$ cat config.mk
export PLATFORM = sky130hd
export DESIGN_NAME = d_cache_top
export DESIGN_NICKNAME = d
export VERILOG_FILES = /design/src/d_cache_pkg.sv /design/src/bank_if.sv /design/src/access_split.sv /design/src/cache_bank.sv /design/src/output_align.sv /design/src/access_ctrl.sv /design/src/d_cache_top.sv
export VERILOG_INCLUDE_DIRS = /design/src
export SDC_FILE = /design/constraint.sdc
export NUM_CORES = 2
export LEC_CHECK = 0
export BUFFER_PORTS_ARGS = -buffer_cell sky130_fd_sc_hd__clkbuf_2
export CORE_UTILIZATION = 51
export DETAILED_ROUTE_END_ITERATION = 6
export PLACE_DENSITY = 0.67
export SYNTH_ARGS = -nofsm -noshare
export SYNTH_HDL_FRONTEND = slang
export SYNTH_SLANG_ARGS = --single-unit
$ cat constraint.sdc
create_clock -name clk -period 50.5 [get_ports clk]
set_input_delay 2.525 -clock clk [delete_from_list [all_inputs] [get_ports clk]]
set_output_delay 2.525 -clock clk [all_outputs]
set_load 0.02 [all_outputs]
$ cat src/d_cache_consts.svh
`ifndef D_CACHE_CONSTS_SVH
`define D_CACHE_CONSTS_SVH

// Physical address width
`define PADDR_W     15

// Line geometry
`define LINE_BYTES  16
`define OFFSET_W    4

// Bit 4 of the address picks the bank
`define INDEX_W     3
`define TAG_W       7
`define BANK_LINES  8

// Read result
`define RDATA_W     64

`endif

$ cat src/d_cache_pkg.sv
`default_nettype none

`include "d_cache_consts.svh"

package d_cache_pkg;

   typedef logic [`PADDR_W-1:0]      paddr_t;
   typedef logic [`OFFSET_W-1:0]     offset_t;
   typedef logic [`INDEX_W-1:0]      index_t;
   typedef logic [`TAG_W-1:0]        tag_t;
   typedef logic [`LINE_BYTES*8-1:0] line_t;
   typedef logic [`RDATA_W-1:0]      rdata_t;

   // Codes 0..3 select 1, 2, 4 or 8 bytes
   typedef logic [1:0]               size_t;

   // Read controller
   typedef enum logic [1:0] {
      IDLE,
      ISSUE,
      LOOKUP,
      MISS_WAIT
   } ctrl_state_t;

endpackage

`default_nettype wire

$ cat src/bank_if.sv
`timescale 1ns/1ps
`default_nettype none

interface bank_if;
   import d_cache_pkg::*;

   // Request strobe, taken at the rising edge
   logic   req_valid;
   logic   req_write;
   index_t req_index;
   tag_t   req_tag;
   line_t  req_wdata;

   // Registered read response
   logic   rsp_valid;
   logic   rsp_miss;
   line_t  rsp_line;

   modport split (
      output req_valid, req_write, req_index, req_tag, req_wdata
   );

   modport bank (
      input  req_valid, req_write, req_index, req_tag, req_wdata,
      output rsp_valid, rsp_miss, rsp_line
   );

   modport mon (
      input  rsp_valid, rsp_miss, rsp_line
   );

endinterface

`default_nettype wire

$ cat src/access_split.sv
`timescale 1ns/1ps
`default_nettype none

`include "d_cache_consts.svh"

module access_split (
   input  wire logic                op_valid_i,
   input  wire logic                op_write_i,
   input  wire d_cache_pkg::paddr_t op_addr_i,
   input  wire d_cache_pkg::size_t  op_size_i,
   input  wire d_cache_pkg::line_t  op_wdata_i,
   bank_if.split                    even_o,
   bank_if.split                    odd_o
);

   localparam int LINE_W = `PADDR_W - `OFFSET_W;

   logic [`OFFSET_W:0] byte_cnt;
   logic [`OFFSET_W:0] end_pos;
   logic               crosses;
   logic               odd_first;
   logic [LINE_W-1:0]  first_line;
   logic [LINE_W-1:0]  next_line;
   logic [LINE_W-1:0]  even_line;
   logic [LINE_W-1:0]  odd_line;

   always_comb begin
      byte_cnt = '0;
      byte_cnt[op_size_i] = 1'b1;
   end

   // Read runs past the end of its line
   assign end_pos = {1'b0, op_addr_i[`OFFSET_W-1:0]} + byte_cnt;
   assign crosses = ~op_write_i & (end_pos > `LINE_BYTES);

   // Next line wraps at the top of the address space
   assign first_line = op_addr_i[`PADDR_W-1:`OFFSET_W];
   assign next_line  = first_line + 1'b1;
   assign odd_first  = op_addr_i[`OFFSET_W];

   assign even_line = odd_first ? next_line : first_line;
   assign odd_line  = odd_first ? first_line : next_line;

   assign even_o.req_valid = op_valid_i & (~odd_first | crosses);
   assign even_o.req_write = op_write_i;
   assign even_o.req_index = even_line[`INDEX_W:1];
   assign even_o.req_tag   = even_line[`INDEX_W+`TAG_W:`INDEX_W+1];
   assign even_o.req_wdata = op_wdata_i;

   assign odd_o.req_valid = op_valid_i & (odd_first | crosses);
   assign odd_o.req_write = op_write_i;
   assign odd_o.req_index = odd_line[`INDEX_W:1];
   assign odd_o.req_tag   = odd_line[`INDEX_W+`TAG_W:`INDEX_W+1];
   assign odd_o.req_wdata = op_wdata_i;

endmodule

`default_nettype wire

$ cat src/cache_bank.sv
`timescale 1ns/1ps
`default_nettype none

`include "d_cache_consts.svh"

module cache_bank (
   input  wire logic clk,
   input  wire logic rst_n_i,
   bank_if.bank      bank_io
);
   import d_cache_pkg::*;

   logic [`BANK_LINES-1:0] valid_q;
   tag_t                   tag_q  [`BANK_LINES];
   line_t                  data_q [`BANK_LINES];
   logic                   rd_req;
   logic                   wr_req;
   index_t                 idx;

   assign idx    = bank_io.req_index;
   assign rd_req = bank_io.req_valid & ~bank_io.req_write;
   assign wr_req = bank_io.req_valid & bank_io.req_write;

   // Valid bits and response strobe
   always_ff @(posedge clk or negedge rst_n_i) begin
      if (!rst_n_i) begin
         valid_q           <= '0;
         bank_io.rsp_valid <= 1'b0;
      end else begin
         bank_io.rsp_valid <= rd_req;
         if (wr_req) begin
            valid_q[idx] <= 1'b1;
         end
      end
   end

   // A write replaces the whole line
   always_ff @(posedge clk) begin
      if (wr_req) begin
         tag_q[idx]  <= bank_io.req_tag;
         data_q[idx] <= bank_io.req_wdata;
      end
   end

   // Lookup sees the contents from before this edge
   always_ff @(posedge clk) begin
      if (rd_req) begin
         bank_io.rsp_line <= data_q[idx];
         bank_io.rsp_miss <= ~valid_q[idx] | (tag_q[idx] != bank_io.req_tag);
      end
   end

   // Each read gets a response one cycle later with a known miss flag
   rsp_follows_read: assert property (
      @(posedge clk) disable iff (!rst_n_i)
      rd_req |=> bank_io.rsp_valid && !$isunknown(bank_io.rsp_miss)
   );

endmodule

`default_nettype wire

$ cat src/output_align.sv
`timescale 1ns/1ps
`default_nettype none

`include "d_cache_consts.svh"

module output_align (
   input  wire logic                clk,
   input  wire logic                rst_n_i,
   input  wire d_cache_pkg::paddr_t addr_i,
   input  wire d_cache_pkg::size_t  size_i,
   bank_if.mon                      even_i,
   bank_if.mon                      odd_i,
   output logic                     data_valid_o,
   output d_cache_pkg::rdata_t      data_o
);
   import d_cache_pkg::*;

   offset_t                    offset_q;
   size_t                      size_q;
   logic                       odd_first_q;
   line_t                      first_line;
   line_t                      next_line;
   logic [2*`LINE_BYTES*8-1:0] joined;
   logic [2*`LINE_BYTES*8-1:0] joined_sh;
   rdata_t                     mask;
   logic                       any_rsp;
   logic                       any_miss;

   // Captured alongside the bank lookup
   always_ff @(posedge clk) begin
      offset_q    <= addr_i[`OFFSET_W-1:0];
      size_q      <= size_i;
      odd_first_q <= addr_i[`OFFSET_W];
   end

   assign first_line = odd_first_q ? odd_i.rsp_line : even_i.rsp_line;
   assign next_line  = odd_first_q ? even_i.rsp_line : odd_i.rsp_line;
   assign joined     = {next_line, first_line};
   assign joined_sh  = joined >> {offset_q, 3'b000};

   // Bytes past the size read as zero
   always_comb begin
      mask = '0;
      for (int b = 0; b < `RDATA_W / 8; b++) begin
         if (b < (1 << size_q)) begin
            mask[b*8 +: 8] = 8'hFF;
         end
      end
   end

   assign any_rsp  = even_i.rsp_valid | odd_i.rsp_valid;
   assign any_miss = (even_i.rsp_valid & even_i.rsp_miss) |
                     (odd_i.rsp_valid & odd_i.rsp_miss);

   always_ff @(posedge clk or negedge rst_n_i) begin
      if (!rst_n_i) begin
         data_valid_o <= 1'b0;
      end else begin
         data_valid_o <= any_rsp & ~any_miss;
      end
   end

   always_ff @(posedge clk) begin
      if (any_rsp) begin
         data_o <= joined_sh[`RDATA_W-1:0] & mask;
      end
   end

endmodule

`default_nettype wire

$ cat src/access_ctrl.sv
`timescale 1ns/1ps
`default_nettype none

`include "d_cache_consts.svh"

module access_ctrl (
   input  wire logic                clk,
   input  wire logic                rst_n_i,
   input  wire logic                rd_valid_i,
   input  wire d_cache_pkg::paddr_t rd_addr_i,
   input  wire d_cache_pkg::size_t  rd_size_i,
   input  wire logic                wb_valid_i,
   input  wire d_cache_pkg::paddr_t wb_addr_i,
   input  wire d_cache_pkg::line_t  wb_data_i,
   output logic                     op_valid_o,
   output logic                     op_write_o,
   output d_cache_pkg::paddr_t      op_addr_o,
   output d_cache_pkg::size_t       op_size_o,
   output d_cache_pkg::line_t       op_wdata_o,
   output logic                     stall_o,
   output logic                     miss_o,
   output d_cache_pkg::paddr_t      miss_addr_o,
   bank_if.mon                      even_i,
   bank_if.mon                      odd_i
);
   import d_cache_pkg::*;

   localparam int LINE_W = `PADDR_W - `OFFSET_W;

   ctrl_state_t       state_q;
   ctrl_state_t       state_d;
   paddr_t            hold_addr_q;
   size_t             hold_size_q;
   logic              accept;
   logic              rd_issue;
   logic [LINE_W-1:0] first_line;
   logic [LINE_W-1:0] next_line;
   logic [LINE_W-1:0] miss_line;
   logic [LINE_W-1:0] wb_line;
   logic              first_miss;
   logic              next_miss;
   logic              any_miss;

   assign accept   = (state_q == IDLE) & rd_valid_i;
   // Write-backs own the bank port whenever present
   assign rd_issue = ~wb_valid_i & (accept | (state_q == ISSUE));

   assign op_valid_o = wb_valid_i | rd_issue;
   assign op_write_o = wb_valid_i;
   assign op_wdata_o = wb_data_i;
   assign op_size_o  = (state_q == IDLE) ? rd_size_i : hold_size_q;

   always_comb begin
      if (wb_valid_i) begin
         op_addr_o = wb_addr_i;
      end else if (state_q == IDLE) begin
         op_addr_o = rd_addr_i;
      end else begin
         op_addr_o = hold_addr_q;
      end
   end

   assign stall_o = (state_q != IDLE);

   // Which of the held read's lines missed
   assign first_line = hold_addr_q[`PADDR_W-1:`OFFSET_W];
   assign next_line  = first_line + 1'b1;
   assign wb_line    = wb_addr_i[`PADDR_W-1:`OFFSET_W];
   assign first_miss = hold_addr_q[`OFFSET_W] ? (odd_i.rsp_valid & odd_i.rsp_miss)
                                              : (even_i.rsp_valid & even_i.rsp_miss);
   assign next_miss  = hold_addr_q[`OFFSET_W] ? (even_i.rsp_valid & even_i.rsp_miss)
                                              : (odd_i.rsp_valid & odd_i.rsp_miss);
   assign any_miss   = first_miss | next_miss;

   // After a wrap the next line sits at address zero
   assign miss_line = (next_miss & (~first_miss | (next_line == '0))) ? next_line
                                                                      : first_line;

   always_comb begin
      state_d = state_q;
      case (state_q)
         IDLE: begin
            if (rd_valid_i) begin
               state_d = wb_valid_i ? ISSUE : LOOKUP;
            end
         end
         ISSUE: begin
            if (!wb_valid_i) begin
               state_d = LOOKUP;
            end
         end
         LOOKUP: begin
            if (!any_miss) begin
               state_d = IDLE;
            end else if (wb_valid_i && (wb_line == miss_line)) begin
               state_d = ISSUE;
            end else begin
               state_d = MISS_WAIT;
            end
         end
         MISS_WAIT: begin
            if (wb_valid_i && (wb_line == miss_addr_o[`PADDR_W-1:`OFFSET_W])) begin
               state_d = ISSUE;
            end
         end
         default: begin
            state_d = IDLE;
         end
      endcase
   end

   always_ff @(posedge clk or negedge rst_n_i) begin
      if (!rst_n_i) begin
         state_q <= IDLE;
         miss_o  <= 1'b0;
      end else begin
         state_q <= state_d;
         miss_o  <= (state_q == LOOKUP) & any_miss;
      end
   end

   always_ff @(posedge clk) begin
      if (accept) begin
         hold_addr_q <= rd_addr_i;
         hold_size_q <= rd_size_i;
      end
      if ((state_q == LOOKUP) && any_miss) begin
         miss_addr_o <= {miss_line, {`OFFSET_W{1'b0}}};
      end
   end

   // Only one read in flight
   no_read_in_stall: assert property (
      @(posedge clk) disable iff (!rst_n_i)
      stall_o |-> !rd_valid_i
   );

   miss_single_pulse: assert property (
      @(posedge clk) disable iff (!rst_n_i)
      miss_o |=> !miss_o
   );

endmodule

`default_nettype wire

$ cat src/d_cache_top.sv
`timescale 1ns/1ps
`default_nettype none

module d_cache_top (
   input  wire logic                clk,
   input  wire logic                rst_n_i,
   input  wire logic                rd_valid_i,
   input  wire d_cache_pkg::paddr_t rd_addr_i,
   input  wire d_cache_pkg::size_t  rd_size_i,
   input  wire logic                wb_valid_i,
   input  wire d_cache_pkg::paddr_t wb_addr_i,
   input  wire d_cache_pkg::line_t  wb_data_i,
   output logic                     stall_o,
   output logic                     data_valid_o,
   output d_cache_pkg::rdata_t      data_o,
   output logic                     miss_o,
   output d_cache_pkg::paddr_t      miss_addr_o
);
   import d_cache_pkg::*;

   // Current bank operation
   logic   op_valid;
   logic   op_write;
   paddr_t op_addr;
   size_t  op_size;
   line_t  op_wdata;

   bank_if even_if ();
   bank_if odd_if ();

   access_ctrl access_ctrl_i (
      .clk         (clk),
      .rst_n_i     (rst_n_i),
      .rd_valid_i  (rd_valid_i),
      .rd_addr_i   (rd_addr_i),
      .rd_size_i   (rd_size_i),
      .wb_valid_i  (wb_valid_i),
      .wb_addr_i   (wb_addr_i),
      .wb_data_i   (wb_data_i),
      .op_valid_o  (op_valid),
      .op_write_o  (op_write),
      .op_addr_o   (op_addr),
      .op_size_o   (op_size),
      .op_wdata_o  (op_wdata),
      .stall_o     (stall_o),
      .miss_o      (miss_o),
      .miss_addr_o (miss_addr_o),
      .even_i      (even_if),
      .odd_i       (odd_if)
   );

   access_split access_split_i (
      .op_valid_i (op_valid),
      .op_write_i (op_write),
      .op_addr_i  (op_addr),
      .op_size_i  (op_size),
      .op_wdata_i (op_wdata),
      .even_o     (even_if),
      .odd_o      (odd_if)
   );

   cache_bank bank_e (
      .clk     (clk),
      .rst_n_i (rst_n_i),
      .bank_io (even_if)
   );

   cache_bank bank_o (
      .clk     (clk),
      .rst_n_i (rst_n_i),
      .bank_io (odd_if)
   );

   output_align output_align_i (
      .clk          (clk),
      .rst_n_i      (rst_n_i),
      .addr_i       (op_addr),
      .size_i       (op_size),
      .even_i       (even_if),
      .odd_i        (odd_if),
      .data_valid_o (data_valid_o),
      .data_o       (data_o)
   );

endmodule

`default_nettype wire

Word level (Yosys, flattened, before mapping). Memories as Yosys holds them, arrays and structs flattened. A register that Yosys moved wholly into a read port is not among the register bits. Cells that the tools add are included.

Register bits after elaboration: 123. Input port bits: 164. Logic and storage cells: 132. Output and inout port bits: 82. RAM bits: 2160. Memories kept: 4.

Memory list: bank_e.data_q (words 8, bits a word 128, rd ports 1, clocked after Yosys merged registers in 1, write ports 1, line cache_bank.sv:15) `` line_t data_q [`BANK_LINES]; ``; bank_o.data_q (words 8, bits a word 128, rd ports 1, clocked after Yosys merged registers in 1, write ports 1, line cache_bank.sv:15); bank_e.tag_q (words 8, bits a word 7, rd ports 1, clocked after Yosys merged registers in 0, write ports 1, line cache_bank.sv:14) `` tag_t tag_q [`BANK_LINES]; ``; bank_o.tag_q (words 8, bits a word 7, rd ports 1, clocked after Yosys merged registers in 0, write ports 1, line cache_bank.sv:14).

Add/sub/neg operators: 3. Reductions and logical operators: 10. Eq/ne operators: 10. Order comparisons: 15. Shift operators: 2. Bitwise operators: 33. Muxes and demuxes: 39.

Operators by type and width (number): 2-to-1 mux 128 bit (2); >> shifter 256 x 7 -> 64 bit (1); < comparator 4 x 32 -> 1 bit (first input constant) (4); bitwise AND 64 bit (1); < comparator 3 x 32 -> 1 bit (first input constant) (2); 2-to-1 mux 8 bit (8); 2-to-1 mux 11 bit (3); < comparator 1 x 32 -> 1 bit (first input constant) (1); < comparator 2 x 32 -> 1 bit (first input constant) (1); << shifter 1 x 2 -> 32 bit (first input constant) (1); 2-to-1 mux 15 bit (2); adder 11 x 1 -> 11 bit (second input constant) (2); == test 11 bit (2); bitwise OR 8 bit (2); bitwise AND 1 bit (14); 2-to-1 mux 2 bit (7); inequality test 7 bit (2); zero test 11 bit (1); 2-to-1 mux 1 bit (11); bitwise OR 1 bit (10); < comparator 3 x 4 -> 1 bit (second input constant) (2); one-hot mux 2 bit (4 select lines) (1); binary-select mux 1 bit (select 3 bit) (2); demux 1 bit (select 3 bit) (2); 15 further kinds (28).

Longest topological paths before layout.
Depth in word-level cells: 14. Depth in mapped cells: 17. Gate-level depth less buffers: 11.

Cells and area by module. Synthesis repeated with hierarchy kept, for this count alone.

Cells, all modules: 6188. Area total of the unflattened synthesis: 104722.9 sq um.

Modules (own cells, without submodules): cache_bank at bank_e (cells each 2156, times used 1, area each 44181.1 sq um, seq. area each 36530.0 sq um); cache_bank at bank_o (cells each 2220, times used 1, area each 43684.4 sq um, seq. area each 36530.0 sq um); output_align (cells each 1039, times used 1, area each 10711.5 sq um, seq. area each 2087.0 sq um); access_ctrl (cells each 442, times used 1, area each 3712.3 sq um, seq. area each 915.9 sq um); access_split (cells each 331, times used 1, area each 2433.6 sq um, seq. area each 0.0 sq um).

Worst setup path before layout. OpenSTA, ideal clock, no wires.

Path kind: input-to-reg. Start: in wb_addr_i[5]. End: reg bank_e.valid_q[0]. Data required time: 50354 ps. Setup slack: 32127 ps. Arrival: 18227 ps. Library setup time: 146 ps. Path buffers: 5. Stages on the path: 13. Cell sequence: clkbuf_1 nand2b_1 o31ai_1 buf_2 inv_2 ha_1 nand2_2 xor2_1 buf_2 buf_2 buf_4 nor4_1 or2_2.

Word-level cells in the longest chain between the ends: 8. Elaborated cells on any way between the ends: 9. Those cells by class: add/sub: 1; order compare: 2; mux: 4; bitwise: 1; reduce/logical: 1.

RTL lines: start: declaration (line d_cache_top.sv:11) `input wire d_cache_pkg::paddr_t wb_addr_i,`; 2-to-1 mux 15 bit * (line access_ctrl.sv:54) `if (wb_valid_i) begin`; adder 11 x 1 -> 11 bit (line access_split.sv:38) `assign next_line = first_line + 1'b1;`; 2-to-1 mux 11 bit * (line access_split.sv:41) `assign even_line = odd_first ? next_line : first_line;`; < comparator 3 x 4 -> 1 bit (not written as such) / greater-or-equal comparator 3 x 1 -> 1 bit (equally long branches) (line cache_bank.sv:32) `valid_q[idx] <= 1'b1;`; logical AND 1 bit (not written as such) (line cache_bank.sv:32); 2-to-1 mux 1 bit (not written as such) (line cache_bank.sv:32); demux 1 bit (select 3 bit) *; bitwise OR 8 bit (no line) *; end signal: assignment (line cache_bank.sv:27) `valid_q <= '0;`; end signal: indexed assignment (line cache_bank.sv:32); end: declaration (line cache_bank.sv:13) `` logic [`BANK_LINES-1:0] valid_q; ``.

Every way passes the cells marked *; elsewhere a longest branch is shown, timed or not. A chain may end at the register's enable or synchronous reset.

Final worst setup path.
Start: in wb_valid_i. End: reg bank_o.bank_io.rsp_line[68] (read register of bank_o.data_q) (data pin).

Word-level cells in the longest chain between the ends: 7. Elaborated cells on any way between the ends: 12. Those cells by class: add/sub: 2; order compare: 1; mux: 2; bitwise: 7.

RTL lines: start: declaration (line d_cache_top.sv:10) `input wire logic wb_valid_i,`; 2-to-1 mux 15 bit (line access_ctrl.sv:54); adder 4 x 4 -> 5 bit (line access_split.sv:33) `` assign end_pos = {1'b0, op_addr_i[`OFFSET_W-1:0]} + byte_cnt; ``; greater-than comparator 5 bit (no line); bitwise AND 1 bit (line access_split.sv:34) `` assign crosses = ~op_write_i & (end_pos > `LINE_BYTES); ``; bitwise OR 1 bit (line access_split.sv:50) `assign odd_o.req_valid = op_valid_i & (odd_first | crosses);`; bitwise AND 1 bit (line access_split.sv:50); bitwise AND 1 bit (line cache_bank.sv:21) `assign rd_req = bank_io.req_valid & ~bank_io.req_write;`; end: declaration (line bank_if.sv:25) `output rsp_valid, rsp_miss, rsp_line`.

Several ways; a longest one is shown, not always the timed one.

==> impl_metrics.tcl <==
set metrics [dict create \
    status "complete, no violations" \
    first_global_vias 51319 \
    hold_start "bank_e.valid_q[7]" \
    ys_warn_count 0 \
    vias 51856 \
    synth_top_cell_area_share 0.738 \
    cts_setup_buffers 0 \
    hp-class "register to register" \
    first_iter_violations 6479 \
    whs_path_depth 1 \
    path_clk_slew_ns 0.06 \
    final_antenna_net_count 0 \
    ys_ff_latch 2539 \
    yosysSeqAreaShare 0.745 \
    die_area_um2 202000 \
    hold_buffers 0 \
    cts-root-buf "clkbuf_16" \
    setup_viol 0 \
    met2_usage 0.422 \
    post-route-util 0.576 \
    start_kind "input pin" \
    critPathKind "input pin to register" \
    via_per_inst 6.28 \
    drc 0 \
    syn_inst 5126 \
    worstPathMaxFanout 58 \
    cts-resized-gates 0 \
    synth_cell_types 68 \
    cts_buffers 240 \
    min_period_ns 8.59 \
    coreArea_um2 198000 \
    r2r_setup_slack_ns 43.25 \
    report.final.hold_viol_count 0 \
    final_nets 5578 \
    fmax_mhz 116 \
    grt-ovfl-total 0 \
    gp_congestion 0.919 \
    initial_core_util 0.516 \
    dpl.hpwl_um 156000 \
    wl_um 264000 \
    io_buffers 241 \
    pre_cts_slack_ns 41.01 \
    cts_sinks 2539 \
    crit_required_ns 51.10 \
    area_growth_pct 11.8 \
    cts_tree "done" \
    r2r_cells 13 \
    drive_gt1_frac 0.282 \
    rows 163 \
    dp_cells 7805 \
    synth_area_leaders "edfxtp_1 74%, mux4_2 15%, nand2_1 2.4%, mux2_2 1.7%, mux2i_1 1.4%" \
    grt_use_met3 0.0463 \
    insertion_delay_ns 0.88 \
    maxCapViolCount 0 \
    htree_levels 4 \
    synth_ff_type "edfxtp_1" \
    avgRoutedWirePerCell_um 32.0 \
    cts_buffer_depth 3 \
    io_pins 246 \
    cp-end-kind "register" \
    r2r_start "access_ctrl_i.state_q[1]" \
    grt_max_degree 116 \
    hold_ws_ns 0.465 \
    tightest_slew_ns 1.24 \
    final_cells 8260 \
    worst_slack_ns 41.91 \
    p_leak_nw 37.2 \
    rsz0062_at_grt "false" \
    ir_worst_vdd_uv 37.8 \
    syn_area_um2 102000 \
    synth_top_cell_by_area "edfxtp_1" \
    slew_violations 0 \
    final.period_utilization 0.170 \
    arrival_ns 9.19 \
    synth_edf_count 2510 \
    min_to "bank_e.valid_q[7]" \
    dieHeight_um 449 \
    setup_tns_ns 0 \
    rr_endpoint "bank_o.bank_io.rsp_line[68]" \
    powerDensity_nw_per_um2 51.7 \
    syn_avg_cell_area_um2 19.9 \
    track_usage 0.263 \
    first_pass_iters 6 \
    grt_pass1_wl_um 379000 \
    busiest_layer "met2" \
    skew_ns 0.0382 \
    antenna_found_initial 29 \
    fp.dieW_um 449 \
    synth_async_sr_flop_share 0.00866 \
    slew_headroom 0.174 \
    grtUsageMet1 0.361 \
]
## cell usage in the layout, fill, tap and decap left out, drive strengths merged, types with 40 or more instances in the layout
cell type / instances
edfxtp: 2510
mux4: 668
nand2: 650
clkbuf: 531
nor2: 165
mux2: 150
mux2i: 143
clkinv: 116
buf: 97
a21oi: 62
o21ai: 47
a211oi: 40
## logic make-up after synthesis
group | Yosys count | synth area share
AO/OA/AOI/OAI | 243 | 0.0157
adder cells (fa/ha/maj) | 7 | 0.000931
AND/OR/NAND/NOR | 1000 | 0.0415
XOR/XNOR | 59 | 0.00521
other | 1 | 0.0000367
buffers and inverters | 316 | 0.0137
flip-flops | 2539 | 0.745
multiplexers | 961 | 0.178
## cell usage after synthesis, types with 12 or more instances
| library cell | n |
|---|---|
| nor2_1 | 165 |
| edfxtp_1 | 2510 |
| a31oi_1 | 29 |
| nand3_1 | 18 |
| o21ai_0 | 40 |
| nand4_1 | 12 |
| mux4_2 | 668 |
| a21oi_1 | 62 |
| a31o_2 | 16 |
| nor2b_1 | 26 |
| buf_4 | 24 |
| buf_2 | 72 |
| nor3_1 | 15 |
| xor2_1 | 27 |
| mux2i_1 | 143 |
| nand2_1 | 649 |
| dfrtp_1 | 22 |
| mux2_2 | 150 |
| a211oi_1 | 40 |
| xnor2_1 | 30 |
| nor3b_1 | 14 |
| buf_1 | 50 |
| or2_2 | 28 |
| clkbuf_1 | 151 |
| and2_1 | 20 |
## critical path, stage by stage
cell and delay [ns]:
clkbuf_2 0.52, nand2b_1 0.20, o31ai_4 0.09, buf_4 0.66
inv_2 0.28, ha_4 0.26, a21oi_1 0.73, or2_4 0.78
buf_4 0.69, buf_4 0.87, buf_4 0.77, mux4_2 0.41
nand2_1 0.08, nand2_1 0.07
## worst max path at each step
stage,start,end,slack (ns),cells after the start
2_1_floorplan,wb_addr_i[5],bank_e.valid_q[0],32.13,13
3_3_place_gp,wb_valid_i,bank_o.bank_io.rsp_line[62],41.18,14
3_5_place_dp,wb_valid_i,bank_o.bank_io.rsp_line[68],41.01,14
4_1_cts,wb_valid_i,bank_o.bank_io.rsp_line[68],41.91,14
5_1_grt,wb_valid_i,bank_o.bank_io.rsp_line[68],41.57,14
6_report,wb_valid_i,bank_o.bank_io.rsp_line[68],41.91,14
## power breakdown
group          internal, W  total, W  switching [W]
combinational     0.000623   0.00148       0.000858
clock             0.000986   0.00177       0.000781
sequential         0.00254   0.00265       0.000113
## flip-flops by register name (all words and copies together) (netlist names), 11 cells and up
name and cells:
output_align_i.data_o 64, bank_o.tag_q 56, access_ctrl_i.miss_addr_o 11, access_ctrl_i.hold_addr_q 15, bank_o.data_q 1024, bank_e.bank_io.rsp_line 128, bank_e.data_q 1024, bank_e.tag_q 56
bank_o.bank_io.rsp_line 128
## per-stage QoR
stage               area (um^2)  total power, W
finish                   114000         0.00590
global route             114000         0.00609
CTS                      114000         0.00593
detailed placement       106000         0.00417
global placement         106000         0.00416
floorplan                102000         0.00368
## area by class of cell
class | instances | area, um^2
Tap cell | 2640 | 3300
Fill cell | 14271 | 83900
Antenna cell | 9 | 22.5
Clock inverter | 156 | 1470
Inverter | 14 | 55.1
Clock buffer | 290 | 6220
Sequential cell | 2539 | 76100
Timing Repair Buffer | 338 | 2080
Multi-Input combinational cell | 2274 | 24900
## layer usage
layer,vias up,wire length (um)
met4,20,10900
met1,27511,103000
li1,21331,-
met2,2500,129000
met3,494,21400
met5,-,135
(Power assumes the default switching activity.)
